==> config.mk <==
export PLATFORM = sky130hd
export DESIGN_NAME = sweep_counter
export DESIGN_NICKNAME = d
export VERILOG_FILES = /design/src/hdl/sweep_counter.sv
export SDC_FILE = /design/constraint.sdc
export NUM_CORES = 1
export LEC_CHECK = 0
export BUFFER_PORTS_ARGS = -buffer_cell sky130_fd_sc_hd__buf_2
export CAP_MARGIN = 5
export CORE_AREA = 2 2 39 41
export DETAILED_ROUTE_END_ITERATION = 8
export DIE_AREA = 0 0 41 43
export REMOVE_ABC_BUFFERS = 1
export SLEW_MARGIN = 30
export SYNTH_ARGS = -nofsm -noshare
export SYNTH_HDL_FRONTEND = slang
export SYNTH_SLANG_ARGS = --single-unit
==> constraint.sdc <==
create_clock -name wclk -period 1.15 [get_ports wclk]
set_input_delay 0.1725 -clock wclk [delete_from_list [all_inputs] [get_ports wclk]]
set_output_delay 0.1725 -clock wclk [all_outputs]
set_load 0.02 [all_outputs]
==> src/hdl/sweep_counter.sv <==
module sweep_counter #(
	parameter int SETS = 64
) (
	input  logic                    wclk,
	input  logic                    rst,
	input  logic                    en,
	output logic [$clog2(SETS)-1:0] index,
	output logic                    done
);
	localparam int IDX_BITS = $clog2(SETS);
	localparam logic [IDX_BITS-1:0] LAST = IDX_BITS'(SETS - 1);

	// ==================================================
	// set index walk
	// ==================================================

	// one set per cycle, the index wraps back to zero after the last set
	always_ff @(posedge wclk) begin
		if (rst)
			index <= '0;
		else if (en)
			index <= index + 1'b1;
	end

	// done marks the cycle in which the last set is being cleared
	assign done = en & (index == LAST);

endmodule

# Word level (Yosys, flattened, before mapping)
# Cells that the tools add are included.
totals:
  register_bits: 6
  inputBits: 3
  out_inout_bits: 7
  elab_cells: 4
classes:
  n_bitwise: 1
  addsub: 1
  n_eq_ne: 1
ops:
  columns: ["operator", "n"]
  rows:
  - ["adder 6 x 1 -> 6 bit, second input constant", 1]
  - ["equality test 6 bit, second input constant", 1]
  - ["bitwise AND 1 bit", 1]

# Logic depth before layout (Yosys ltp)
depth:
  depth_word: 2
  ltp_mapped: 4
  ltp_nobuf: 4

# Worst setup path before layout
# OpenSTA, ideal clock, no wires.
synth_path:
  kind: "reg2out"
  from: "register index[0]"
  to: "output done"
  slack_ns: -0.180
  t_required_ns: 0.978
  stages_incl_launch_ff: 4
  arrival_ns: 1.158
  n_path_buf: 0
  cell_sequence: "dfxtp_1 -> ha_1 -> nand4_1 -> nor2_1"
synth_via:
  elab_chain_len: 2
synth_rtl:
  columns: ["item", "line", "text"]
  rows:
  - ["start: declaration", "7", "output logic [$clog2(SETS)-1:0] index,"]
  - ["start signal: assignment", "22", "index <= index + 1'b1;"]
  - ["equality test 6 bit", "26", "assign done = en & (index == LAST);"]
  - ["bitwise AND 1 bit", "26", null]
  - ["end: declaration", "8", "output logic done"]
# No other way between the ends.

# Worst setup path in the final report
layout_path:
  from: "register index[1]"
  to: "output done"
# Same word-level chain as after synthesis.

==> results_dict.tcl <==
set metrics [dict create \
    cts_tree "built" \
    wl_um 581 \
    n_antenna_cell 0 \
    combPwrFrac 0.134 \
    crit_arrival_ns 1.08 \
    cpMaxStageDelayCell "dfxtp_2" \
    cts_buffers 3 \
    switching_power_uw 117.1 \
    cts-root-buf "clkbuf_4" \
    core_um2 1384 \
    setup_viol 1 \
    fin_ws_ns -0.1067 \
    firstDrtPassIters 4 \
    dr.first_iter.drc_count 11 \
    ir_drop_v 0.0005005 \
    powerDensity_nw_per_um2 1249 \
    required_ns 0.98 \
    post-route-period-util 1.093 \
    cts_hold_buffers 0 \
    whs_ns 0.1804 \
    syn_avg_cell_area_um2 9.384 \
    start_util 0.1899 \
    yosys_most_used_dff "dfxtp_1" \
    rrSetupSlack_ns 0.09 \
    tightest_slew_ns 0.1759 \
    synth_edf_count 0 \
    synthDistinctLibCells 14 \
    netlist_area_um2 262.8 \
    yosysSeqAreaShare 0.4571 \
    drcViolationCount 0 \
    via_count 244 \
    cap_violations 0 \
    finalPower_uw 482.9 \
    slowest_delay_ns 0.35 \
    row_count 14 \
    path_buf_inv 1 \
    worstSkewPairLatency_ns 0.24 \
    port-buffer-count 9 \
    path_cells "ha_4 > nand4_1 > nor2_1 > buf_4" \
    synthToLayoutAreaGrowth_pct 47.14 \
    rsz0062_at_grt "yes" \
    hold_end "index[0]$_SDFFE_PP0P_" \
    synth_top_area_frac 0.4571 \
    hp-start "rst" \
    crit_path_max_fanout 2 \
    fmax_mhz 795.8 \
    p_leak_uw 0.0001684 \
    pin_count 10 \
    slew_viol_final 0 \
    cp-start-kind "flip-flop" \
    grt_overflow_total 0 \
    muxShareOfSynthArea 0.03810 \
    yosysWarnings 0 \
    grt_first_pass_wirelength_um 986 \
    min_path_cells 2 \
    antenna_found_initial 0 \
    timing.rr.start "index[0]$_SDFFE_PP0P_" \
    grt.total_usage 0.08954 \
    yosys.area.top_type "dfxtp_1" \
    switching_share 0.2425 \
    finClkSkew_ns 0.001849 \
    synth_fa_ha_area_frac 0.04762 \
    die-height_um 43 \
    grt_max_degree 7 \
    synth_xor_area_frac 0.1333 \
    yosys_register_bits 6 \
    vias_per_cell 4.136 \
    drive_above_1_share 0.4651 \
    cpLargestDelayFamily "flip-flops" \
    violations "negative setup slack" \
    dp.final_hpwl_um 399.9 \
    synth_compound_area_frac 0.03810 \
    reg2reg_depth 4 \
    ys_top_cells_by_area "dfxtp_1 46%, xor2_1 10%, nor2_1 8.6%" \
    hold_violations 0 \
    clockPowerShare 0.399 \
    hold_class "in -> reg" \
    largest_register "index" \
    largest_registers "index: 6 flops" \
    clkSlewWorstSetupHoldPaths_ns 0.05 \
    ctsHtreeMaxLevel 1 \
    cts_sinks 6 \
    synth_common_cells "6 x dfxtp_1, 6 x nor2_1, 3 x xor2_1, 2 x nand2_1, 2 x nand4_1" \
    seqPwrFrac 0.468 \
    wl_per_cell_um 9.847 \
    status "complete, but fails checks" \
    synth_top_family_by_area "simple AND/OR/NAND/NOR gates" \
    end_kind "output pin" \
    ant_nets 0 \
    clockBufferDepth 2 \
    gp_congestion 0.7066 \
    nets 49 \
    synth_cells 28 \
    period_needed_ns 1.257 \
    p_int_uw 365.8 \
    worst_r2r_endpoint "index[5]$_SDFFE_PP0P_" \
    relSlewSlack 0.8826 \
    async_flop_share 0 \
    critical_path_class "reg -> out" \
    first_global_vias 234 \
    largest_reg_flops 6 \
    die_w_um 41 \
    synth-simple-area-share 0.2429 \
    fp.dieArea_um2 1763 \
]
through the flow:
stage	setup WS [ns]	cells	setup TNS [ns]	utilization	area [µm²]
after global routing	-0.2072	59	-0.2072	0.2794	386.6
after floorplan	-0.1802	27	-0.1802	-	251.5
after detailed placement	0.06120	55	0	0.2450	339.1
final	-0.1067	59	-0.1067	0.2794	386.6
after global placement	0.06126	55	0	0.2450	339.1
after CTS	-0.1094	59	-0.1094	0.2794	386.6
worst max-delay path by stage:
stage                               start  endpoint  slack, ns  depth (start not counted)
floorplan           index[0]$_SDFFE_PP0P_      done      -0.18                          3
global placement    index[0]$_SDFFE_PP0P_      done       0.06                          4
detailed placement  index[0]$_SDFFE_PP0P_      done       0.06                          4
CTS                 index[0]$_SDFFE_PP0P_      done      -0.11                          4
global route        index[0]$_SDFFE_PP0P_      done      -0.21                          4
finish              index[1]$_SDFFE_PP0P_      done      -0.11                          4
worst reg2reg max path, stage by stage (launching register included):
cell and delay, ns:
dfxtp_2 0.35, buf_4 0.13, nand3_1 0.08, or3_1 0.31, a21oi_1 0.13
placed cells by master, fill, tap and decap left out:
master	synthesis	routed
buf_2	0	8
nand3_1	1	1
ha_4	0	1
xnor2_1	1	1
xor2_1	3	3
nor2_1	6	6
dfxtp_1	6	4
clkbuf_4	0	3
buf_4	0	5
mux2i_1	1	1
o21ai_0	1	1
nand2_1	2	2
nand4_1	2	2
or3_1	1	1
dfxtp_2	0	2
nand3_2	1	1
a21oi_1	1	1
power by group through the flow:
| stage | Sequential (µW) | Combinational (µW) | Clock [µW] |
|---|---|---|---|
| after global routing | 227 | 73.1 | 224 |
| after detailed placement | 224 | 60.4 | 0 |
| after floorplan | 238 | 15.3 | 0 |
| after global placement | 224 | 59.6 | 0 |
| after CTS | 225 | 63.1 | 203 |
| final | 226 | 64.5 | 192 |
timing repair:
item                                    CTS  global route
buffers inserted                          1             0
endpoints found under the setup margin    1             1
pin swaps                                 2             0
gates resized for setup                   5             0
routing by layer:
metal | part of all wire | vias up | GRT usage
met5 | 0 | - | 0
met2 | 0.49 | 6 | 0.1219
li1 | - | 126 | -
met1 | 0.45 | 112 | 0.1036
met4 | 0 | 0 | 0.06000
met3 | 0.064 | 0 | 0.04712
kinds of logic after synthesis:
family	after synthesis
AO/OA/AOI/OAI	2
XOR/XNOR	4
adder cells (fa/ha/maj)	1
buffers and inverters	1
flip-flops	6
multiplexers	1
AND/OR/NAND/NOR	13
area by class of cell:
cell class / instances / area (µm²)
multi-input cells: 21 / 143.9
well taps: 16 / 20.02
flip-flops and latches: 6 / 122.6
clock buffers: 3 / 22.52
repair buffers: 13 / 77.57
fillers: 160 / 997.2
No activity file was read; power rests on OpenSTA's default activity.
