==> config.mk <==
export PLATFORM = sky130hd
export DESIGN_NAME = line_merge
export DESIGN_NICKNAME = d
export VERILOG_FILES = /design/src/hdl/cache_bus_pkg.sv /design/src/hdl/cache_geom_pkg.sv /design/src/hdl/line_merge.sv
export SDC_FILE = /design/constraint.sdc
export NUM_CORES = 1
export LEC_CHECK = 0
export ABC_AREA = 1
export BUFFER_PORTS_ARGS = -buffer_cell sky130_fd_sc_hd__clkbuf_2
export CAP_MARGIN = 5
export CORE_AREA = 2 2 558 560
export DETAILED_ROUTE_END_ITERATION = 7
export DIE_AREA = 0 0 560 562
export GPL_ROUTABILITY_DRIVEN = 1
export PLACE_DENSITY = 0.31
export REMOVE_ABC_BUFFERS = 1
export SLEW_MARGIN = 10
export SYNTH_ARGS = -nofsm -noshare
export SYNTH_HDL_FRONTEND = slang
export SYNTH_SLANG_ARGS = --single-unit
==> constraint.sdc <==
create_clock -name wclk -period 1.8 [get_ports wclk]
set_input_delay 0.09 -clock wclk [delete_from_list [all_inputs] [get_ports wclk]]
set_output_delay 0.09 -clock wclk [all_outputs]
set_load 0.05 [all_outputs]
==> src/hdl/cache_bus_pkg.sv <==
package cache_bus_pkg;

	// ==================================================
	// basic bus fields
	// ==================================================

	// byte address as seen by both ports
	typedef logic [31:0] adr_t;
	// one cache line holds 16 bytes
	typedef logic [127:0] line_data_t;
	// one enable bit per byte of a line
	typedef logic [15:0] byte_sel_t;

	// operations carried by the update port
	typedef enum logic [1:0] {
		OP_LOAD,
		OP_WRITE,
		OP_INVAL
	} upd_op_e;

	// ==================================================
	// read port
	// ==================================================

	typedef struct packed {
		logic stb;
		adr_t adr;
	} rd_req_t;

	typedef struct packed {
		logic       ack;
		logic       hit;
		line_data_t dat;
	} rd_rsp_t;

	// ==================================================
	// update port
	// ==================================================

	typedef struct packed {
		logic       stb;
		upd_op_e    op;
		adr_t       adr;
		byte_sel_t  sel;
		line_data_t dat;
	} upd_req_t;

	// hit is only meaningful in the ack cycle
	typedef struct packed {
		logic ack;
		logic hit;
	} upd_rsp_t;

endpackage

==> src/hdl/cache_geom_pkg.sv <==
package cache_geom_pkg;

	// ==================================================
	// geometry
	// ==================================================

	// four ways per set, 16 bytes per line
	localparam int WAYS = 4;
	localparam int OFFSET_BITS = 4;

	// the tag keeps every address bit above the line offset, index bits included,
	// so none of these types change with the number of sets
	typedef logic [$bits(cache_bus_pkg::adr_t)-OFFSET_BITS-1:0] tag_t;

	typedef logic [$clog2(WAYS)-1:0] way_idx_t;
	// one bit per way, bit 0 is the newest fill
	typedef logic [WAYS-1:0] way_mask_t;

	// contents of one way
	typedef struct packed {
		tag_t                     tag;
		logic                     modified;
		cache_bus_pkg::line_data_t data;
	} way_line_t;

	// all ways of one set, read and written as a single word
	typedef way_line_t [WAYS-1:0] set_line_t;

	// update sequencer states
	typedef enum logic [2:0] {
		ST_SWEEP,
		ST_IDLE,
		ST_LOOKUP,
		ST_COMPARE,
		ST_COMMIT
	} fsm_state_e;

endpackage

==> src/hdl/line_merge.sv <==
module line_merge (
	input  logic                      wclk,
	input  cache_bus_pkg::upd_req_t   req,
	input  cache_geom_pkg::set_line_t cur_set,
	input  cache_geom_pkg::way_mask_t cur_valid,
	input  cache_geom_pkg::way_mask_t hit_mask,
	output cache_geom_pkg::set_line_t new_set,
	output cache_geom_pkg::way_mask_t new_valid
);
	import cache_bus_pkg::*;
	import cache_geom_pkg::*;

	way_mask_t first_hit;
	set_line_t merged_set;
	way_mask_t merged_valid;

	// isolate the lowest set bit, duplicate tags resolve to the lower way
	assign first_hit = hit_mask & ((~hit_mask) + way_mask_t'(1));

	// ==================================================
	// per operation merge
	// ==================================================

	// a miss falls through every branch and leaves the set as it was read
	always_comb begin
		merged_set   = cur_set;
		merged_valid = cur_valid;
		case (req.op)
			OP_LOAD: begin
				// fill order shift, the oldest way drops off the end
				for (int w = WAYS - 1; w > 0; w--) begin
					merged_set[w] = cur_set[w-1];
				end
				merged_set[0].tag      = tag_t'(req.adr >> OFFSET_BITS);
				merged_set[0].modified = 1'b0;
				merged_set[0].data     = req.dat;
				merged_valid = {cur_valid[WAYS-2:0], 1'b1};
			end
			OP_WRITE: begin
				for (int w = 0; w < WAYS; w++) begin
					if (first_hit[w]) begin
						merged_set[w].modified = 1'b1;
						// only the selected bytes take the new data
						for (int b = 0; b < $bits(byte_sel_t); b++) begin
							if (req.sel[b])
								merged_set[w].data[b*8 +: 8] = req.dat[b*8 +: 8];
						end
					end
				end
			end
			OP_INVAL: begin
				// line contents stay, only the valid bit goes
				merged_valid = cur_valid & ~first_hit;
			end
		endcase
	end

	// registered so the commit cycle writes a settled value
	always_ff @(posedge wclk) begin
		new_set   <= merged_set;
		new_valid <= merged_valid;
	end

endmodule

Word level (Yosys, flattened, before mapping). Index checks and enable logic that the tools add are counted.

Flip-flop bits (word level): 632. Input bits: 816. Output and inout port bits: 632. Word-level logic and storage cells: 98.

$add $sub $neg: 1. Eq/ne operators: 2. Muxes and demuxes: 77. Bitwise gates (word level): 4. Reductions and logical operators: 1.

Operator list (number): 129-bit one-hot mux with 2 select lines (4); 129-bit two-way mux (4); 8-bit two-way mux (64); 28-bit two-way mux (4); 4-bit AND (2); 4-bit NOT (2); 4-bit one-hot mux with 2 select lines (1); 4-bit by 1-bit adder with 4-bit output (second input constant) (1); 2-bit by 1-bit == test with 1-bit output (second input constant) (1); 2-bit == test (second input constant) (1); 2-bit zero test (1).

Longest topological paths before layout.
Word-level depth: 6. Mapped depth: 9. Depth with buffers taken out: 7.

Worst setup path after synthesis. Ideal clock, no wire load.

Path type: input-to-reg. Start: input port req[177] (netlist bit). End: register new_set[129] (netlist bit). Setup time: 0.112 ns. Data arrival time: 0.995 ns. Required time: 1.688 ns. Slack: 0.693 ns. Cell stages on the path: 8. Path buffers: 4. Cell sequence: buf_4 -> nor2_4 -> inv_2 -> buf_4 -> buf_2 -> buf_2 -> nand2_1 -> nand2_1.

RTL lines: start, declared (line line_merge.sv:3) `input cache_bus_pkg::upd_req_t req,`; end signal, assigned (line line_merge.sv:60) `new_set <= merged_set;`; end, declared (line line_merge.sv:7) `output cache_geom_pkg::set_line_t new_set,`.

==> impl_results.html <==
<table>
<tr><th>Metric</th><th>Value</th></tr>
<tr><th colspan="2">Status</th></tr>
<tr><td>Status</td><td>finished, final reports clean</td></tr>
<tr><th colspan="2">Clock network</th></tr>
<tr><td>TritonCTS clock tree</td><td>yes</td></tr>
<tr><td>Clock H-tree levels</td><td>3</td></tr>
<tr><td>Buffer depth of the longest clock path</td><td>4</td></tr>
<tr><td>Clock-pin slew on the worst setup and hold paths</td><td>0.06 ns</td></tr>
<tr><td>Clock Sinks</td><td>632</td></tr>
<tr><td>Library cell used as clock root buffer</td><td>clkbuf_16</td></tr>
<tr><td>Total clock buffers created by CTS</td><td>96</td></tr>
<tr><th colspan="2">Synthesis</th></tr>
<tr><td>Post-synthesis average cell area</td><td>6.39 sq um</td></tr>
<tr><td>Post-synthesis cell count</td><td>4695</td></tr>
<tr><td>Flip-flop and latch count after synthesis</td><td>632</td></tr>
<tr><td>Portion of synthesized cell area occupied by the leading cell type</td><td>0.422</td></tr>
<tr><td>YS warnings</td><td>0</td></tr>
<tr><td>Part of the Yosys area used for sequential elements</td><td>0.422</td></tr>
<tr><td>Area of the mapped netlist</td><td>30000 sq um</td></tr>
<tr><td>Cell accounting for the most synthesized area</td><td>dfxtp_1</td></tr>
<tr><td>Most area-consuming cells after synthesis</td><td>dfxtp_1 (42%), nand2_1 (38%), a22oi_1 (9.6%)</td></tr>
<tr><td>Count of distinct cell types in the synthesized netlist</td><td>18</td></tr>
<tr><th colspan="2">STA</th></tr>
<tr><td>Highest attainable clock frequency</td><td>0.560 GHz</td></tr>
<tr><td>Setup-violating endpoint count in the final report</td><td>0</td></tr>
<tr><td>RSZ-0062 raised after global routing</td><td>no</td></tr>
<tr><td>Slew Limit Fails</td><td>0</td></tr>
<tr><td>Setup Total Neg Slack</td><td>0 ns</td></tr>
<tr><td>Slew at the pin closest to its max-slew limit</td><td>0.843 ns</td></tr>
<tr><td>Final Hold Violating Endpoints</td><td>0</td></tr>
<tr><td>Min Hold Slack</td><td>0.0559 ns</td></tr>
<tr><td>Final worst-path cycle share</td><td>0.992</td></tr>
<tr><td>Worst slew margin</td><td>0.437</td></tr>
<tr><td>Min Tclk post-route</td><td>1.78 ns</td></tr>
<tr><th colspan="2">Detailed routing</th></tr>
<tr><td>DRT iter0 DRCs</td><td>3029</td></tr>
<tr><td>Detail-routed net length per standard cell</td><td>21.9 um</td></tr>
<tr><td>Number of nets with antenna violations after detailed routing</td><td>0</td></tr>
<tr><td>Total wire length</td><td>263 mm</td></tr>
<tr><td>Via total after detailed routing</td><td>44800</td></tr>
<tr><td>Ratio of routed vias to standard cells</td><td>3.74</td></tr>
<tr><td>Residual DRC count</td><td>0</td></tr>
<tr><td>Iteration count of the initial detailed-routing pass</td><td>5</td></tr>
<tr><th colspan="2">Run</th></tr>
<tr><td>Total of max-cap violations</td><td>0</td></tr>
<tr><th colspan="2">Floorplan</th></tr>
<tr><td>Die Width</td><td>560 um</td></tr>
<tr><td>Starting Density</td><td>0.0972</td></tr>
<tr><td>Count of boundary I/O pins</td><td>1448</td></tr>
<tr><td>Site Rows</td><td>204</td></tr>
<tr><td>Total die area</td><td>315000 sq um</td></tr>
<tr><td>Core Region</td><td>308000 sq um</td></tr>
<tr><td>DIE HEIGHT</td><td>562 um</td></tr>
<tr><th colspan="2">Global route</th></tr>
<tr><td>Antenna violations before repair</td><td>98</td></tr>
<tr><td>Via count of the first global-routing pass</td><td>45100</td></tr>
<tr><td>First-pass GRT wire length</td><td>359 mm</td></tr>
<tr><td>Grt ovf</td><td>0</td></tr>
<tr><td>Global-route usage over all layers</td><td>0.160</td></tr>
<tr><td>Largest net degree at the start of global routing</td><td>68</td></tr>
<tr><th colspan="2">Worst setup path</th></tr>
<tr><td>Worst EP required</td><td>2.47 ns</td></tr>
<tr><td>Startpoint class of the critical path</td><td>input port</td></tr>
<tr><td>Kind of critical path</td><td>input port to flop</td></tr>
<tr><td>Sort of element at the end of the critical path</td><td>flop</td></tr>
<tr><td>Worst path arrival time</td><td>2.46 ns</td></tr>
<tr><td>Worst Path Max Fanout</td><td>31</td></tr>
<tr><th colspan="2">Place</th></tr>
<tr><td>Estimated wirelength of the detail-placed design</td><td>212 mm</td></tr>
<tr><td>I/O Buffers</td><td>1442</td></tr>
<tr><td>Global placement routability congestion</td><td>0.881</td></tr>
<tr><td>Area post-placement</td><td>43500 sq um</td></tr>
<tr><th colspan="2">Final layout</th></tr>
<tr><td>Layout overhead on the synthesized area</td><td>109%</td></tr>
<tr><td>Proportion of layout cells with a drive suffix above 1</td><td>0.240</td></tr>
<tr><td>Most frequent cells in the layout</td><td>nand2_1 (3054), dlygate4sd3_1 (1572), clkbuf_2 (1398)</td></tr>
<tr><td>Most common library cell in the layout ignoring fill and taps</td><td>nand2_1</td></tr>
<tr><td>Utilization after layout</td><td>0.203</td></tr>
<tr><td>Nets</td><td>8569</td></tr>
<tr><td>Summed area of non-filler cells in the final layout</td><td>62700 sq um</td></tr>
<tr><th colspan="2">Power and ir drop</th></tr>
<tr><td>Overall power</td><td>52800 uW</td></tr>
<tr><td>IR drop worst, VDD</td><td>0.600 mV</td></tr>
<tr><td>Leakage Power</td><td>0.0314 uW</td></tr>
<tr><td>Power density over the cells</td><td>841 nW/um^2</td></tr>
<tr><th colspan="2">Hold path</th></tr>
<tr><td>Worst hold-check path type</td><td>input port to flop</td></tr>
</table>
per-layer routing:
layer / routed length (um) / vias to the layer above / part of all wire / global-route usage
met5: 115 / - / 0.00044 / 0
met4: 9130 / 20 / 0.035 / 0.0528
met1: 104000 / 21400 / 0.39 / 0.181
li1: - / 21100 / - / -
met2: 130000 / 1873 / 0.50 / 0.287
met3: 19500 / 389 / 0.074 / 0.0418
path summary, 6_finish.rpt:
path                  slack (ns)  startpoint  cells past startpoint           to
worst min-delay path        0.06    req[138]                      5  new_set[85]
worst max-delay path        0.02    req[177]                     10  new_set[21]
state kept, by name (all words and copies together), names as in the netlist:
signal,cells
new_set,628
new_valid,4
worst max-delay path, stage by stage:
cell and delay [ns]:
buf_8 0.14, nor2_4 0.06, buf_12 0.14, inv_8 0.14
buf_12 0.22, nand2_2 0.21, nand2_1 0.09, dlygate4sd3_1 0.55
nand2_1 0.06, dlygate4sd3_1 0.57
power by group:
group,internal [uW],leakage [uW],switching [uW],total (uW)
Sequential,15400,0.00533,712,16100
Combinational,6150,0.0245,10900,17000
Clock,11600,0.00157,8020,19700
cell families after synthesis:
logic type | Yosys count | synth area share
and+or+nand+nor | 3353 | 0.433
AOI/OAI and AO/OA | 394 | 0.0978
buffers and inverters | 316 | 0.0474
DFF | 632 | 0.422
what timing repair did:
action,4_1_cts,5_1_grt
resized for setup,59,8
setup buffers,0,5
endpoints found under the hold margin,632,1
hold buffers,1576,1
setup endpoints to repair,41,51
pin swaps,0,2
synth_stat cells (all sizes together):
library cell,instances
a21oi,3
clkbuf,77
o21ai,7
inv,26
dfxtp,632
nand3b,1
a22oi,384
nor2,18
buf,213
nand3,257
nand2,3077
area by class of cell:
| type | count | area (sq um) |
|---|---|---|
| Fill cell | 35400 | 246000 |
| Clock inverter | 31 | 358 |
| Antenna cell | 41 | 103 |
| Multi-Input combinational cell | 3747 | 16000 |
| Timing Repair Buffer | 3250 | 25500 |
| Inverter | 26 | 105 |
| Tap cell | 4120 | 5150 |
| Clock buffer | 139 | 2830 |
| Sequential cell | 632 | 12700 |
through the flow:
| step | std cells | setup slack (ns) |
|---|---|---|
| after global routing | 12000 | 0.000437 |
| after global placement | 10200 | 0.105 |
| after floorplan | 4405 | -9.36 |
| final | 12000 | 0.0152 |
| after CTS | 11900 | 0.000660 |
| after detailed placement | 10200 | 0.122 |
Note: power is estimated with default switching activity, not from simulation.
