==> config.mk <==
export PLATFORM = sky130hd
export DESIGN_NAME = read_pipe
export DESIGN_NICKNAME = d
export VERILOG_FILES = /design/src/hdl/cache_bus_pkg.sv /design/src/hdl/cache_geom_pkg.sv /design/src/hdl/way_match.sv /design/src/hdl/read_pipe.sv
export SDC_FILE = /design/constraint.sdc
export NUM_CORES = 1
export LEC_CHECK = 0
export BUFFER_PORTS_ARGS = -buffer_cell sky130_fd_sc_hd__buf_4
export CORE_AREA = 2 2 310 312
export CTS_CLUSTER_DIAMETER = 30
export DETAILED_ROUTE_END_ITERATION = 10
export DIE_AREA = 0 0 312 314
export PLACE_DENSITY = 0.38
export SLEW_MARGIN = 0
export SYNTH_ARGS = -nofsm -noshare
export SYNTH_HDL_FRONTEND = slang
export SYNTH_HIERARCHICAL = 1
export SYNTH_SLANG_ARGS = --single-unit
==> constraint.sdc <==
create_clock -name wclk -period 3.5 [get_ports wclk]
set_input_delay 0.875 -clock wclk [delete_from_list [all_inputs] [get_ports wclk]]
set_output_delay 0.875 -clock wclk [all_outputs]
set_load 0.01 [all_outputs]
==> src/hdl/cache_bus_pkg.sv <==
package cache_bus_pkg;

	// ==================================================
	// basic bus fields
	// ==================================================

	// byte address as seen by both ports
	typedef logic [31:0] adr_t;
	// one cache line holds 16 bytes
	typedef logic [127:0] line_data_t;
	// one enable bit per byte of a line
	typedef logic [15:0] byte_sel_t;

	// operations carried by the update port
	typedef enum logic [1:0] {
		OP_LOAD,
		OP_WRITE,
		OP_INVAL
	} upd_op_e;

	// ==================================================
	// read port
	// ==================================================

	typedef struct packed {
		logic stb;
		adr_t adr;
	} rd_req_t;

	typedef struct packed {
		logic       ack;
		logic       hit;
		line_data_t dat;
	} rd_rsp_t;

	// ==================================================
	// update port
	// ==================================================

	typedef struct packed {
		logic       stb;
		upd_op_e    op;
		adr_t       adr;
		byte_sel_t  sel;
		line_data_t dat;
	} upd_req_t;

	// hit is only meaningful in the ack cycle
	typedef struct packed {
		logic ack;
		logic hit;
	} upd_rsp_t;

endpackage

==> src/hdl/cache_geom_pkg.sv <==
package cache_geom_pkg;

	// ==================================================
	// geometry
	// ==================================================

	// four ways per set, 16 bytes per line
	localparam int WAYS = 4;
	localparam int OFFSET_BITS = 4;

	// the tag keeps every address bit above the line offset, index bits included,
	// so none of these types change with the number of sets
	typedef logic [$bits(cache_bus_pkg::adr_t)-OFFSET_BITS-1:0] tag_t;

	typedef logic [$clog2(WAYS)-1:0] way_idx_t;
	// one bit per way, bit 0 is the newest fill
	typedef logic [WAYS-1:0] way_mask_t;

	// contents of one way
	typedef struct packed {
		tag_t                     tag;
		logic                     modified;
		cache_bus_pkg::line_data_t data;
	} way_line_t;

	// all ways of one set, read and written as a single word
	typedef way_line_t [WAYS-1:0] set_line_t;

	// update sequencer states
	typedef enum logic [2:0] {
		ST_SWEEP,
		ST_IDLE,
		ST_LOOKUP,
		ST_COMPARE,
		ST_COMMIT
	} fsm_state_e;

endpackage

==> src/hdl/way_match.sv <==
module way_match (
	input  cache_bus_pkg::adr_t       adr,
	input  cache_geom_pkg::set_line_t set,
	input  cache_geom_pkg::way_mask_t valid,
	output cache_geom_pkg::way_mask_t hit_mask,
	output logic                      hit,
	output cache_geom_pkg::way_idx_t  hit_way
);
	import cache_geom_pkg::*;

	tag_t adr_tag;

	// the tag is everything above the line offset
	assign adr_tag = tag_t'(adr >> OFFSET_BITS);

	// ==================================================
	// compare and encode
	// ==================================================

	// a way only matches while its valid bit is set
	always_comb begin
		for (int w = 0; w < WAYS; w++) begin
			hit_mask[w] = valid[w] && (set[w].tag == adr_tag);
		end
	end

	assign hit = |hit_mask;

	// scan from the top so the lowest matching way wins
	always_comb begin
		hit_way = '0;
		for (int w = WAYS - 1; w >= 0; w--) begin
			if (hit_mask[w])
				hit_way = way_idx_t'(w);
		end
	end

endmodule

==> src/hdl/read_pipe.sv <==
module read_pipe #(
	parameter int SETS = 64
) (
	input  logic                      wclk,
	input  logic                      rst,
	input  logic                      ready,
	input  cache_bus_pkg::rd_req_t    req,
	output logic [$clog2(SETS)-1:0]   rd_index,
	input  cache_geom_pkg::set_line_t rd_set,
	input  cache_geom_pkg::way_mask_t rd_valid,
	output cache_bus_pkg::rd_rsp_t    rsp
);
	import cache_bus_pkg::*;
	import cache_geom_pkg::*;

	localparam int IDX_BITS = $clog2(SETS);

	logic       stb_q;
	logic       live_q;
	adr_t       adr_q;
	logic       hit;
	way_idx_t   hit_way;
	logic       ack_q;
	logic       hit_q;
	line_data_t dat_q;

	// ==================================================
	// stage one, set index out and request held
	// ==================================================

	assign rd_index = req.adr[OFFSET_BITS +: IDX_BITS];

	// live_q remembers whether the valid store was already swept at strobe time
	always_ff @(posedge wclk) begin
		if (rst) begin
			stb_q  <= 1'b0;
			live_q <= 1'b0;
		end else begin
			stb_q  <= req.stb;
			live_q <= ready;
		end
	end

	always_ff @(posedge wclk) begin
		adr_q <= req.adr;
	end

	// ==================================================
	// stage two, compare and respond
	// ==================================================

	way_match i_match (
		.adr(adr_q), .set(rd_set), .valid(rd_valid),
		.hit_mask(), .hit(hit), .hit_way(hit_way)
	);

	always_ff @(posedge wclk) begin
		if (rst) begin
			ack_q <= 1'b0;
			hit_q <= 1'b0;
		end else begin
			ack_q <= stb_q;
			hit_q <= stb_q & live_q & hit;
		end
	end

	// data reads as zero on a miss
	always_ff @(posedge wclk) begin
		dat_q <= (stb_q & live_q & hit) ? rd_set[hit_way].data : '0;
	end

	assign rsp = '{ack: ack_q, hit: hit_q, dat: dat_q};

	// each read strobe is answered two cycles later without exception
	a_rd_latency: assert property (@(posedge wclk) disable iff (rst)
		req.stb |-> ##2 rsp.ack);

endmodule

After elaboration in Yosys (flattened, before gate mapping)
Cells that the tools add are included.
{"block": "totals", "register_bits": 164, "out_inout_bits": 136}
{"block": "op_classes", "order_cmp": 1, "n_eq_ne": 4, "muxes": 6, "bitwise_logic": 2, "reduce_logical": 5}
{"op": "binary-select mux 157 bit (select 2 bit)", "count": 1}
{"op": "2-to-1 mux 128 bit", "count": 1}
{"op": "equality test 28 bit", "count": 4}
{"op": "2-to-1 mux 2 bit", "count": 4}
{"op": "logical AND 1 bit", "count": 4}
{"op": "OR reduction 4 bit", "count": 1}
{"op": "< comparator 2 x 3 -> 1 bit, second input constant", "count": 1}
{"op": "AND 1 bit", "count": 2}

Depth between registers and ports, before layout
{"block": "depth", "ltp_word": 8, "depth_mapped": 11}

By module
The synthesis kept the hierarchy.
{"module": "read_pipe", "n_inst": 1, "cells_per_inst": 620, "area_per_inst_um2": 7354.6}
{"module": "way_match", "n_inst": 1, "cells_per_inst": 163, "area_per_inst_um2": 1286.2}

Worst setup path before layout
Ideal clock, no wire load.
{"block": "synth_path", "path_kind": "input -> register", "startpoint": "in rd_set[461] in the netlist's numbering", "endpoint": "reg dat_q[100]", "arrival_ns": 2.682, "required_time_ns": 3.366, "setup_slack_ns": 0.685, "path_stages": 9, "cell_sequence": "xor2_1 nor4_1 nand4_1 or3_4 a211oi_2 nand4b_1 clkbuf_1 buf_2 o22ai_1"}
{"block": "synth_between", "elab_chain_len": 7, "word_cells_on_any_way": 9, "classes_between": "eq/ne: 1; mux: 5; bitwise: 1; reduce/logical: 2"}
{"element": "from (decl)", "line_no": "read_pipe.sv:9", "source": "input cache_geom_pkg::set_line_t rd_set,"}
{"element": "equality test 28 bit", "line_no": "way_match.sv:23", "source": "hit_mask[w] = valid[w] && (set[w].tag == adr_tag);"}
{"element": "logical AND 1 bit", "line_no": "way_match.sv:23"}
{"element": "2-to-1 mux 2 bit (3 in a row)", "line_no": "way_match.sv:33", "source": "if (hit_mask[w])"}
{"element": "net hit_way[1]", "line_no": "read_pipe.sv:22", "source": "way_idx_t hit_way;"}
{"element": "binary-select mux 157 bit (select 2 bit)", "line_no": "read_pipe.sv:69", "source": "dat_q <= (stb_q & live_q & hit) ? rd_set[hit_way].data : '0;"}
{"element": "2-to-1 mux 128 bit (not written as such)", "line_no": "read_pipe.sv:69"}
{"element": "to (signal assigned)", "line_no": "read_pipe.sv:69"}
{"element": "to (decl)", "line_no": "read_pipe.sv:25", "source": "line_data_t dat_q;"}
The timed path passes the listed nets, and every way through them passes these cells. The select of a mux whose other input is x is not followed.
A chain may end at the register's enable or synchronous reset.

Worst setup path in the final report
{"block": "layout_path", "startpoint": "in rd_set[604] in the netlist's numbering", "endpoint": "reg dat_q[72]"}
{"block": "layout_between", "elab_chain_len": 8, "word_cells_on_any_way": 10, "classes_between": "eq/ne: 1; mux: 6; bitwise: 1; reduce/logical: 2"}
{"element": "equality test 28 bit", "line_no": "way_match.sv:23"}
{"element": "logical AND 1 bit", "line_no": "way_match.sv:23"}
{"element": "2-to-1 mux 2 bit (4 in a row)", "line_no": "way_match.sv:33"}
{"element": "net hit_way[0]", "line_no": "read_pipe.sv:22"}
{"element": "binary-select mux 157 bit (select 2 bit)", "line_no": "read_pipe.sv:69"}
{"element": "2-to-1 mux 128 bit (not written as such)", "line_no": "read_pipe.sv:69"}
The timed path passes the listed nets, and every way through them passes these cells. The select of a mux whose other input is x is not followed.

==> summary.txt <==
Power and ir drop
  • Max VDD drop: between 300 and 400 uV
  • P_leak: 0.00704 uW
  • Pwr/cell area: 284 nW/um2

Worst setup path
  • Crit path max fanout: 18
  • R2R depth: 12
  • Kind of critical path: primary input to flop
  • Critical path required time: 3.87 ns
  • Crit path capture type: flop
  • Arr. time, crit path: 3.58 ns
  • Launching element type of the critical path: primary input

STA
  • Final hold vios: 0
  • Max Slew Vio Count: 0
  • Clock period minus worst slack: 3.22 ns
  • Fmax: 311 MHz
  • Rel. slew slack: about two thirds
  • Worst setup margin: ~0.28 ns
  • Final Cycle Share: around nine tenths
  • Slew @ Worst Pin: 0.518 ns
  • Setup violators final: 0
  • RSZ-0062 raised after global routing: false
  • Worst clock skew: 0.0168 ns

Detailed routing
  • ANT nets after route: 0
  • Routed WL: 52700 um
  • Vias per cell: 3.30
  • WL per Instance: 18.2 um
  • DRC viols: 0
  • Via count: 9563
  • Detailed Routing Iterations Pass 1: 4
  • Iter 0 DRT Violations: 312

Global route
  • GRT Util Overall: 10.3%
  • Vias in the first global route: 10400
  • Grt ovf: 0
  • Initial antenna violation count: 5
  • Pin count of the biggest net entering global routing: 52
  • First-pass GRT wire length: 71800 um

Clocking
  • Reg clk slew, reported paths: 0.07 ns
  • CTS root buf: clkbuf_16
  • CTS Buf Count: 17
  • Clk Latency, worst-skew pair: 0.50 ns
  • Clock buffer depth: 2
  • H-tree depth: 4
  • # hold bufs at CTS: 0
  • # Post-CTS Setup Buffers: 0
  • TritonCTS clock tree: yes
  • Cts repair resizes: 0
  • Clk sinks: 160

Place
  • Post-Place Worst Slack: -0.225 ns
  • Final HPWL DP: between 40000 and 50000 um
  • Placer congestion estimate: 1.00
  • Number of buffers added on ports: 795
  • Cells after DPL: 2869

Hold path
  • Hold path depth: 2
  • Hold Crit Class: flop to flop

Outcome
  • Outcome: complete, no violations

Synth
  • Post-Syn Instances: 777
  • Syn Std Cell Area: ~8600 um2
  • Syn Area/Cell: 11.0 um2
  • Syn Nets: 1445
  • Yosys Warn Count: 6

Floorplanning
  • Die Area: 98000 um2
  • Row cnt: roughly 110
  • DIE HEIGHT: 314 um
  • # IOs: 804
  • Initial core utilization: 9.06%
  • Die width: roughly 310 um
  • Core Area: between 90000 and 100000 um2

Layout
  • Final net count: 2291
  • P&R area growth vs syn: 98.2%
  • Fillers: between 10000 and 15000
  • Finished Layout Cells: between 2000 and 3000
  • Layout cells sized above 1: 56.6%

Flow run
  • Max Cap Viol: 0
-- worst paths after layout --
check | from | end | slack (ns)
worst max-delay path | rd_set[604] | dat_q[72] | 0.28
worst min-delay path | live_q | hit_q | 0.47
worst max register to register | adr_q[29] | dat_q[72] | 0.31
worst min register to register | live_q | hit_q | 0.47
-- report_power, final --
group,internal [uW],switching (uW),leakage (uW)
clock,1120,935,0.000291
combinational,612,276,0.00545
sequential,1840,36.3,0.00130
total,3570,1250,0.00704
-- through the flow --
| step | total power [uW] | TNS, ns | utilization (%) | instance area (um2) | hold slack [ns] |
|---|---|---|---|---|---|
| 2_1_floorplan | 2110 | 0 | - | 8550 | 0.436 |
| 6_report | 4820 | 0 | 17.9 | 17000 | 0.473 |
| 3_5_place_dp | 2810 | -14.24 | 17.3 | 16400 | 0.468 |
| 3_3_place_gp | 2810 | -22.03 | 17.3 | 16400 | 0.459 |
| 5_1_grt | 5060 | 0 | 17.9 | 16900 | 0.431 |
| 4_1_cts | 4960 | 0 | 17.9 | 16900 | 0.407 |
-- sequential cells by signal (all words and copies together), names as in the netlist --
signal  count
ack_q       1
hit_q       1
live_q      1
stb_q       1
dat_q     128
adr_q      28
-- metal layers --
layer	wire, um	vias to the layer above	GRT usage, %
li1	-	4586	-
met1	19700	4440	11.2
met2	26500	493	17.8
met3	5080	42	4.45
met4	1370	2	4.08
met5	18	-	0
-- cells in the final DEF (no fill, tap or decap), types with 2 or more instances in the layout --
cell	n
clkinv_4	2
mux2i_1	256
diode_2	2
nor3_1	2
buf_4	879
buf_12	14
nor2b_1	3
xnor2_1	59
nand3_1	3
xor2_1	53
clkinv_2	4
nor2_1	2
clkbuf_16	17
nand4_1	17
o22ai_1	128
bufinv_16	3
nor4_1	15
dfxtp_1	160
inv_6	3
nand2_1	5
-- layout make-up --
type | count | area, um2 | area share, %
Tap cell | 1265 | 1580 | 9.34
Antenna cell | 2 | 5.00 | 0.0295
Clock inverter | 13 | 161 | 0.952
Inverter | 1 | 3.75 | 0.0221
Timing Repair Buffer | 893 | 6880 | 40.6
Multi-Input combinational cell | 550 | 4690 | 27.7
Sequential cell | 160 | 3200 | 18.9
Clock buffer | 18 | 429 | 2.53
-- critical path, stage by stage --
cell and delay, ns:
buf_4 0.11, xnor2_1 0.26, nand4_1 0.14, nor4_1 0.50, buf_4 0.20, o311ai_0 0.12
buf_4 0.18, a21oi_4 0.22, buf_12 0.23, buf_12 0.19, buf_12 0.15, mux2i_1 0.22
o22ai_1 0.13
No activity file was read; power rests on OpenSTA's default activity.
