$ cat src/hdl/cache_bus_pkg.sv
package cache_bus_pkg;

	// ==================================================
	// basic bus fields
	// ==================================================

	// byte address as seen by both ports
	typedef logic [31:0] adr_t;
	// one cache line holds 16 bytes
	typedef logic [127:0] line_data_t;
	// one enable bit per byte of a line
	typedef logic [15:0] byte_sel_t;

	// operations carried by the update port
	typedef enum logic [1:0] {
		OP_LOAD,
		OP_WRITE,
		OP_INVAL
	} upd_op_e;

	// ==================================================
	// read port
	// ==================================================

	typedef struct packed {
		logic stb;
		adr_t adr;
	} rd_req_t;

	typedef struct packed {
		logic       ack;
		logic       hit;
		line_data_t dat;
	} rd_rsp_t;

	// ==================================================
	// update port
	// ==================================================

	typedef struct packed {
		logic       stb;
		upd_op_e    op;
		adr_t       adr;
		byte_sel_t  sel;
		line_data_t dat;
	} upd_req_t;

	// hit is only meaningful in the ack cycle
	typedef struct packed {
		logic ack;
		logic hit;
	} upd_rsp_t;

endpackage

$ cat src/hdl/cache_geom_pkg.sv
package cache_geom_pkg;

	// ==================================================
	// geometry
	// ==================================================

	// four ways per set, 16 bytes per line
	localparam int WAYS = 4;
	localparam int OFFSET_BITS = 4;

	// the tag keeps every address bit above the line offset, index bits included,
	// so none of these types change with the number of sets
	typedef logic [$bits(cache_bus_pkg::adr_t)-OFFSET_BITS-1:0] tag_t;

	typedef logic [$clog2(WAYS)-1:0] way_idx_t;
	// one bit per way, bit 0 is the newest fill
	typedef logic [WAYS-1:0] way_mask_t;

	// contents of one way
	typedef struct packed {
		tag_t                     tag;
		logic                     modified;
		cache_bus_pkg::line_data_t data;
	} way_line_t;

	// all ways of one set, read and written as a single word
	typedef way_line_t [WAYS-1:0] set_line_t;

	// update sequencer states
	typedef enum logic [2:0] {
		ST_SWEEP,
		ST_IDLE,
		ST_LOOKUP,
		ST_COMPARE,
		ST_COMMIT
	} fsm_state_e;

endpackage

$ cat src/hdl/way_match.sv
module way_match (
	input  cache_bus_pkg::adr_t       adr,
	input  cache_geom_pkg::set_line_t set,
	input  cache_geom_pkg::way_mask_t valid,
	output cache_geom_pkg::way_mask_t hit_mask,
	output logic                      hit,
	output cache_geom_pkg::way_idx_t  hit_way
);
	import cache_geom_pkg::*;

	tag_t adr_tag;

	// the tag is everything above the line offset
	assign adr_tag = tag_t'(adr >> OFFSET_BITS);

	// ==================================================
	// compare and encode
	// ==================================================

	// a way only matches while its valid bit is set
	always_comb begin
		for (int w = 0; w < WAYS; w++) begin
			hit_mask[w] = valid[w] && (set[w].tag == adr_tag);
		end
	end

	assign hit = |hit_mask;

	// scan from the top so the lowest matching way wins
	always_comb begin
		hit_way = '0;
		for (int w = WAYS - 1; w >= 0; w--) begin
			if (hit_mask[w])
				hit_way = way_idx_t'(w);
		end
	end

endmodule

$ cat config.mk
export PLATFORM = sky130hd
export DESIGN_NAME = way_match
export DESIGN_NICKNAME = d
export VERILOG_FILES = /design/src/hdl/cache_bus_pkg.sv /design/src/hdl/cache_geom_pkg.sv /design/src/hdl/way_match.sv
export SDC_FILE = /design/constraint.sdc
export NUM_CORES = 1
export LEC_CHECK = 0
export BUFFER_PORTS_ARGS = -buffer_cell sky130_fd_sc_hd__buf_2
export CORE_AREA = 2 2 260 262
export DETAILED_ROUTE_END_ITERATION = 10
export DIE_AREA = 0 0 262 264
export SLEW_MARGIN = 40
export SYNTH_ARGS = -nofsm -noshare
export SYNTH_HDL_FRONTEND = slang
export SYNTH_SLANG_ARGS = --single-unit
$ cat constraint.sdc
create_clock -name vclk -period 1.8
set_clock_uncertainty 0.15 [all_clocks]
set_input_delay 0.09 -clock vclk [all_inputs]
set_output_delay 0.09 -clock vclk [all_outputs]
set_load 0.01 [all_outputs]
## Yosys cells after proc, flatten, opt, wreduce, memory -nomap -nowiden

Index checks and enable logic that the tools add are counted.

| storage, ports and cells | value |
|---|---|
| flip-flop bits (word level) | 0 |
| bits of input ports | 664 |
| word-level logic and storage cells | 13 |

| operators by class | value |
|---|---|
| equal/unequal tests | 4 |
| mux-type cells | 4 |
| reduce and logical (&&, ||, !) cells | 5 |

Operators with widths:

| cell | count |
|---|---|
| equality test 28 bit | 4 |
| two-way mux 2 bit | 4 |
| logical AND 1 bit | 4 |
| OR reduction 4 bit | 1 |

## Longest topological paths before layout

Gate-level depths: netlist of run 1.

| depth | value |
|---|---|
| depth after elaboration | 6 |
| gate-level depth with buffers | 7 |
| gate-level depth less buffers | 6 |

## Least setup slack after synthesis of run 1

No wires, ideal clock.

| timing path | value |
|---|---|
| path type | input port to output port |
| start | in adr[13] |
| end | out hit_way[0] |
| arrival | 1450 ps |
| setup slack | 110 ps |
| cell stages on the path | 6 |
| buffers on the path | 1 |
| cells stage by stage | clkbuf_1 -> xnor2_1 -> nand4_1 -> or4_1 -> nor2_1 -> a21oi_1 |

RTL lines:

| what | RTL line | RTL |
|---|---|---|
| start, declared | way_match.sv:2 | `input cache_bus_pkg::adr_t adr,` |
| equality test 28 bit | way_match.sv:23 | `hit_mask[w] = valid[w] && (set[w].tag == adr_tag);` |
| logical AND 1 bit | way_match.sv:23 |  |
| via hit_mask[0] | way_match.sv:5 | `output cache_geom_pkg::way_mask_t hit_mask,` |
| two-way mux 2 bit | way_match.sv:33 | `if (hit_mask[w])` |
| end, declared | way_match.sv:7 | `output cache_geom_pkg::way_idx_t hit_way` |

The timed path passes the listed nets, and every way through them passes these cells.

## Worst setup path after layout of run 1

| timing path | value |
|---|---|
| start | in set[460] (netlist bit) |
| end | out hit_way[1] |

| between the ends | value |
|---|---|
| word-level cells in the longest chain between the ends | 5 |

Ends and longest elaborated chain:

| what | RTL line | RTL |
|---|---|---|
| start, declared | way_match.sv:3 | `input cache_geom_pkg::set_line_t set,` |
| equality test 28 bit | way_match.sv:23 |  |
| logical AND 1 bit | way_match.sv:23 |  |
| two-way mux 2 bit (3 in series) | way_match.sv:33 |  |

Every way passes these cells.

==> flow_metrics.tcl, run 1 <==
set metrics [dict create \
    place.gp.congestion 0.725 \
    leakagePower_nw 1.42 \
    start_kind "primary input" \
    synthAdderAreaFrac_pct 0 \
    slew_violations 0 \
    fin_area_um2 3930 \
    synth_top_area_share_pct 40.2 \
    crit_arrival_ns 1.83 \
    critPathCaptureType "output pin" \
    hold_path_end "hit_mask[1]" \
    ir_worst_vdd_uv 82.7 \
    synth_fp_nets 827 \
    routedWlPerCell_um 12.1 \
    nNetsFinal 1024 \
    critical_path_peak_fanout 3 \
    hold_buffers 0 \
    totalWireLength_um 14900 \
    overflow 0 \
    ios 671 \
    grt_max_degree 5 \
    placedInstanceArea_um2 3440 \
    synthSimpleGateAreaFrac_pct 19.8 \
    synth_cell_types 16 \
    vias 1967 \
    maxCapViolations 0 \
    gr-usage-all-layers_pct 4.10 \
    avgViaCountPerCell 1.59 \
    dieHeight_um 264 \
    min-delay-start "valid[1]" \
    fin_crit_ns 2.07 \
    violations "setup timing" \
    design.seq.count 0 \
    firstDrtPassIters 4 \
    synth_top_family_by_area "XOR/XNOR gates" \
    synth_xor_area_share_pct 76.3 \
    setup_viol 7 \
    die_w_um 262 \
    dp_hpwl_um 14200 \
    netlist_area_um2 1290 \
    status "complete, but fails checks" \
    rows 95 \
    synth_mux_area_share_pct 0 \
    power_density_nw_per_um2 191 \
    clock_buffers 0 \
    worst_pin_slew_ns 0.666 \
    drc_errors 0 \
    antenna_left 0 \
    fin_crit_sh_pct 115 \
    clock.fmax_mhz 483 \
    holdPathStages 7 \
    regArea_um2 0 \
    antenna_found_initial 14 \
    layout_setup_ws_ns -0.272 \
    first_iter_violations 40 \
    dp.cells 1225 \
    die-area_um2 69200 \
    start_util_pct 1.93 \
    yosysWarningCount 0 \
    grt_pass1_wl_um 17900 \
    relSlewSlack_pct 55.5 \
    hold_violations 0 \
    syn_to_final_growth_pct 205 \
    portBuffers 151 \
    avgSynthCellArea_um2 7.89 \
    min_path_type "in2out" \
    crit_type "in2out" \
    grt_pass1_vias 2039 \
    synthTopCellsByArea "xnor2_1 (40%), xor2_1 (36%), nand4_1 (7.8%), nor4_1 (7.3%), nand2_1 (1.5%)" \
    rsz0062_at_grt "yes" \
    final_core_util_pct 5.90 \
    layout-drive-gt1-share_pct 64.0 \
    yosysSeqAreaShare_pct 0 \
    synth_compound_area_share_pct 2.72 \
    synth_top_area_cell "xnor2_1" \
    stdcell_count 1235 \
    core_um2 66600 \
    worstPathRequired_ns 1.56 \
    whs_ns 0.626 \
    syn_inst 163 \
]
[routing by layer]
metal	wire, um	global-route usage, %	up-vias
li1	-	-	958
met1	8780	7.05	832
met2	4650	4.93	153
met3	1370	1.21	18
met4	82	0.0611	6
met5	28	0	-
[worst max-delay path, stage by stage]
cell and delay, ns:
buf_6 0.09, xor2_1 0.15, nor4_1 0.29, buf_4 0.17
nand4_1 0.10, buf_6 0.16, or3_4 0.42, a211oi_2 0.21
buf_2 0.16
[per-stage QoR]
stage | power (mW) | setup WS (ns) | TNS, ns
final | 0.749 | -0.272 | -1.03
after global routing | 0.817 | -0.359 | -1.69
after CTS | 0.735 | -0.273 | -1.16
after detailed placement | 0.657 | -0.738 | -3.63
after global placement | 0.650 | -1.03 | -3.88
after floorplan | 0.213 | 0.110 | 0
[kinds of logic after synthesis]
kind of cell / after synthesis
compound gates: 4
xor+xnor: 112
simple gates: 43
buf+inv: 4
[layout make-up]
cell class                 instances  area [um^2]
fill                            7871        62600
multi-input combinational        159         1510
timing repair buffer             196         1300
tap                              873         1090
inverter                           3         13.8
antenna                            4         10.0
[how the worst max path moves through the flow]
stage                        start         end
after floorplan            adr[13]  hit_way[0]
after global placement     adr[31]  hit_way[0]
after detailed placement   adr[31]  hit_way[0]
after CTS                   adr[7]  hit_way[1]
after global routing        adr[4]  hit_way[1]
final                     set[460]  hit_way[1]
[placed cells by master, fill, tap and decap left out, drive strengths merged]
cell / Yosys / final
o2111ai: 1 / 1
inv: 3 / 3
or4: 1 / 1
xor2: 53 / 53
nor2: 1 / 1
a21oi: 1 / 1
nand4: 16 / 16
buf: 0 / 196
nor4: 15 / 15
diode: 0 / 4
a211oi: 1 / 1
xnor2: 59 / 59
nor3: 2 / 2
nand2: 5 / 5
o311ai: 1 / 1
or3: 1 / 1
nand3: 2 / 2
[what timing repair did]
item / CTS / global route
setup buffers: 6 / 0
gates resized for setup: 60 / 23
endpoints found under the setup margin: 7 / 7
cloned: 0 / 0
pin swaps: 26 / 6
[where the power goes]
group | total, mW | switching (mW) | internal, mW
Sequential | 0 | 0 | 0
Combinational | 0.749 | 0.355 | 0.393
Clock | 0.000000301 | 0 | 0.000000301
[cell usage after synthesis (all sizes together) (2+ instances only)]
cell	n
inv	3
xnor2	59
nor4	15
nand3	2
nand4	16
xor2	53
nor3	2
nand2	5
No activity file was read; power rests on OpenSTA's default activity.
==> inputs of run 2 (changes only) <==
--- a/config.mk
+++ b/config.mk
@@ -6,9 +6,12 @@
 export NUM_CORES = 1
 export LEC_CHECK = 0
 export BUFFER_PORTS_ARGS = -buffer_cell sky130_fd_sc_hd__buf_2
-export CORE_AREA = 2 2 260 262
+export CELL_PAD_IN_SITES_DETAIL_PLACEMENT = 2
+export CELL_PAD_IN_SITES_GLOBAL_PLACEMENT = 2
+export CORE_AREA = 2 2 263 265
 export DETAILED_ROUTE_END_ITERATION = 10
-export DIE_AREA = 0 0 262 264
+export DIE_AREA = 0 0 265 267
+export PLACE_DENSITY_LB_ADDON = 0.1
 export SLEW_MARGIN = 40
 export SYNTH_ARGS = -nofsm -noshare
 export SYNTH_HDL_FRONTEND = slang
==> flow_metrics.tcl, run 2 (same netlist as run 1, synthesis figures left out) <==
set metrics [dict create \
    hold_buffers 0 \
    core_um2 68000 \
    ios 671 \
    fin_area_um2 4080 \
    start_util_pct 1.89 \
    relSlewSlack_pct 71.3 \
    final_cell_mix "buf_2 (136), xor2_1 (49), buf_4 (34), xnor2_1 (33)" \
    worst_pin_slew_ns 0.425 \
    worstPathRequired_ns 1.56 \
    regArea_um2 0 \
    grt_pass1_wl_um 22300 \
    placedInstanceArea_um2 3500 \
    firstDrtPassIters 3 \
    min_path_type "in2out" \
    layout_setup_ws_ns -0.411 \
    worst_path_most_repeated_cell "buf_4" \
    dieHeight_um 267 \
    slew_violations 0 \
    grt_pass1_vias 2351 \
    overflow 0 \
    clock.fmax_mhz 452 \
    die-area_um2 70800 \
    stdcell_count 1243 \
    first_iter_violations 23 \
    whs_ns 0.584 \
    violations "setup timing" \
    ir_worst_vdd_uv 40.3 \
    antenna_left 0 \
    avgViaCountPerCell 1.62 \
    nNetsFinal 1025 \
    critPathLaunch "set[462]" \
    crit_family "simple AND/OR/NAND/NOR gates" \
    syn_to_final_growth_pct 218 \
    finalSetupTns_ns -1.43 \
    min-delay-start "valid[2]" \
    setup_viol 6 \
    leakagePower_nw 1.47 \
    crit_chain "buf_6 > xor2_2 > nor4_2 > buf_4 > nand4_1 > buf_4 > or3_4 > a211oi_2 > buf_2" \
    clock_buffers 0 \
    start_kind "primary input" \
    dp.cells 1237 \
    gr-usage-all-layers_pct 4.81 \
    fin_crit_ns 2.21 \
    portBuffers 151 \
    worstSetupPathDepth 9 \
    crit_path_max_incr_delay_ns 0.39 \
    totalWireLength_um 17800 \
    routedWlPerCell_um 14.3 \
    power_density_nw_per_um2 196 \
    vias 2011 \
    drc_errors 0 \
    final_core_util_pct 6.01 \
    critPathSlowestCell "or3_4" \
    finalPower_mw 0.799 \
    crit_end "hit_way[1]" \
    maxCapViolations 0 \
    rsz0062_at_grt "yes" \
    critPathCaptureType "output pin" \
    antenna_found_initial 27 \
    dpl_worst_slack_ns -0.753 \
    dp_hpwl_um 17100 \
    final_common_cell "buf_2" \
    critical_path_peak_fanout 3 \
    hold_violations 0 \
    grt_max_degree 5 \
    rows 96 \
    crit_arrival_ns 1.97 \
    design.seq.count 0 \
    crit_buf_inv 4 \
    crit_type "in2out" \
    status "complete, but fails checks" \
    die_w_um 265 \
    place.gp.congestion 0.629 \
    fin_crit_sh_pct 123 \
    layout-drive-gt1-share_pct 67.7 \
]
## run 2: area by class of cell
cell class / instances / area, um^2
Fill cell: 8108 / 63900
Multi-Input combinational cell: 159 / 1690
Timing Repair Buffer: 197 / 1280
Tap cell: 882 / 1100
Inverter: 3 / 11.3
Antenna cell: 2 / 5.00
## run 2: metal layers
metal | vias up | wire, um | GRT usage, %
li1 | 961 | - | -
met5 | - | 190 | 0
met1 | 871 | 8130 | 6.48
met2 | 111 | 7820 | 7.65
met4 | 30 | 89 | 0
met3 | 38 | 1570 | 1.87
## run 2: what timing repair did
action | in CTS | in global routing
setup endpoints to repair | 7 | 7
setup buffers | 2 | 2
cloned | 0 | 0
resized for setup | 71 | 25
pin swaps | 33 | 8
## run 2: report_power, final
group	total [mW]	leakage (nW)	switching [mW]	internal, mW
clock network	0.000000149	0.0000127	0	0.000000149
registers	0	0	0	0
logic	0.799	1.47	0.388	0.411
total	0.799	1.47	0.388	0.411
## run 2: how the worst min path moves through the flow
stage / end / slack [ns] / depth (start not counted)
after floorplan: hit_mask[0] / 0.24 / 3
after global placement: hit_mask[2] / 0.53 / 5
after detailed placement: hit_mask[2] / 0.56 / 5
after CTS: hit_mask[2] / 0.55 / 5
after global routing: hit_way[1] / 0.61 / 5
final: hit_way[1] / 0.58 / 5
==> inputs of run 3 (changes only) <==
--- a/config.mk
+++ b/config.mk
@@ -5,12 +5,13 @@
 export SDC_FILE = /design/constraint.sdc
 export NUM_CORES = 1
 export LEC_CHECK = 0
+export ABC_AREA = 1
 export BUFFER_PORTS_ARGS = -buffer_cell sky130_fd_sc_hd__buf_2
 export CELL_PAD_IN_SITES_DETAIL_PLACEMENT = 2
 export CELL_PAD_IN_SITES_GLOBAL_PLACEMENT = 2
-export CORE_AREA = 2 2 263 265
+export CORE_AREA = 2 2 264 266
 export DETAILED_ROUTE_END_ITERATION = 10
-export DIE_AREA = 0 0 265 267
+export DIE_AREA = 0 0 266 268
 export PLACE_DENSITY_LB_ADDON = 0.1
 export SLEW_MARGIN = 40
 export SYNTH_ARGS = -nofsm -noshare
==> flow_metrics.tcl, run 3 <==
set metrics [dict create \
    synth_top_area_share_pct 36.8 \
    fin_area_um2 4650 \
    layout-drive-gt1-share_pct 47.7 \
    synthTopCellsByArea "nand2_1 (37%), inv_1 (14%), nor2_1 (11%), o21ai_0 (10%), xnor2_1 (6.3%)" \
    worstPathRequired_ns 1.56 \
    firstDrtPassIters 4 \
    final_cell_mix "nand2_1 (167), buf_2 (137), inv_1 (66), buf_4 (48), nor2_1 (34)" \
    nNetsFinal 1322 \
    holdPathStages 9 \
    slew_violations 0 \
    synth_fp_nets 1116 \
    design.seq.count 0 \
    grt_pass1_wl_um 33100 \
    gr-usage-all-layers_pct 6.94 \
    final_common_cell "nand2_1" \
    fin_crit_sh_pct 96.0 \
    place.gp.congestion 0.702 \
    dp_hpwl_um 24200 \
    hold_buffers 0 \
    critPathCaptureType "output pin" \
    rows 96 \
    maxCapViolations 0 \
    drc_errors 0 \
    core_um2 68200 \
    critical_path_peak_fanout 3 \
    antenna_left 0 \
    crit_type "in2out" \
    fin_crit_ns 1.73 \
    finalSetupTns_ns 0 \
    die-area_um2 71300 \
    hold_violations 0 \
    ir_worst_vdd_uv 37.9 \
    start_kind "primary input" \
    vias 3404 \
    synth_cell_types 23 \
    totalWireLength_um 25300 \
    regArea_um2 0 \
    synth_most_common_cell "nand2_1" \
    avgSynthCellArea_um2 4.33 \
    overflow 0 \
    portBuffers 151 \
    first_iter_violations 76 \
    placedInstanceArea_um2 4200 \
    clock.fmax_mhz 579 \
    status "complete, no violations" \
    netlist_area_um2 1960 \
    worst_pin_slew_ns 0.426 \
    dieHeight_um 268 \
    syn_inst 452 \
    yosysWarningCount 0 \
    die_w_um 266 \
    min_path_type "in2out" \
    relSlewSlack_pct 71.3 \
    min-delay-start "set[145]" \
    syn_to_final_growth_pct 137 \
    netlist_top_cells_count "nand2_1 (192), inv_1 (74), nor2_1 (58)" \
    hold_path_end "hit_way[1]" \
    yosysSeqAreaShare_pct 0 \
    ios 671 \
    grt_pass1_vias 3860 \
    antenna_found_initial 9 \
    avgViaCountPerCell 2.21 \
    start_util_pct 2.87 \
    crit_arrival_ns 1.49 \
    clock_buffers 0 \
    routedWlPerCell_um 16.4 \
    synth_top_area_cell "nand2_1" \
    setup_viol 0 \
    grt_max_degree 7 \
    power_density_nw_per_um2 202 \
    leakagePower_nw 2.21 \
    rsz0062_at_grt "yes" \
]
## run 3: report_power, final
group / internal (mW) / switching [mW]
logic: 0.377 / 0.561
clock network: 0.0000000743 / 0
registers: 0 / 0
total: 0.377 / 0.561
## run 3: how the worst max path moves through the flow
stage,from,to,slack (ns),cells after the start
after floorplan,adr[10],hit_way[1],0.53,10
after global placement,adr[7],hit_way[0],-0.29,10
after detailed placement,adr[7],hit_way[0],-0.25,10
after CTS,adr[4],hit_way[0],-0.03,13
after global routing,adr[31],hit,-0.05,13
final,adr[4],hit,0.07,13
## run 3: cell type report
cell class / count / area, um^2
Fill cell: 8269 / 63600
Multi-Input combinational cell: 351 / 1850
Timing Repair Buffer: 205 / 1300
Tap cell: 882 / 1100
Inverter: 100 / 397
Antenna cell: 1 / 2.50
## run 3: metal layers
layer	GRT usage, %	vias up	routed length [um]
met5	0	-	103
met4	0.334	16	172
met3	1.10	18	994
met2	11.6	91	11500
met1	9.77	1539	12600
li1	-	1740	-
## run 3: per-stage QoR
step	hold WS (ns)	total power [mW]	instances	util [%]	setup slack, ns
CTS	0.737	0.952	1534	6.47	-0.0322
finish	0.733	0.938	1539	6.81	0.0719
global route	0.814	1.07	1538	6.81	-0.0481
floorplan	0.284	0.284	452	-	0.531
global placement	0.756	0.891	1532	6.15	-0.291
detailed placement	0.731	0.887	1532	6.15	-0.251
## run 3: cells by family after synthesis
group | after synthesis | share of synthesized area (%)
XOR/XNOR | 23 | 10.3
AO/OA/AOI/OAI | 53 | 14.4
buffers and inverters | 101 | 19.4
AND/OR/NAND/NOR | 275 | 55.9
## run 3: repair_timing
item                       CTS  global route
setup endpoints to repair    6             7
pin swaps                   26            40
setup buffers                2             5
gates resized for setup     60            68
## run 3: worst max-delay path: stages
cell        delay, ns
buf_8            0.08
clkinvlp_4       0.13
buf_12           0.16
nand2_1          0.05
o21ai_1          0.07
a21oi_2          0.17
nand3_2          0.12
inv_1            0.09
nand2_2          0.07
nor2_4           0.22
nor2_1           0.06
nand2_1          0.06
buf_2            0.12
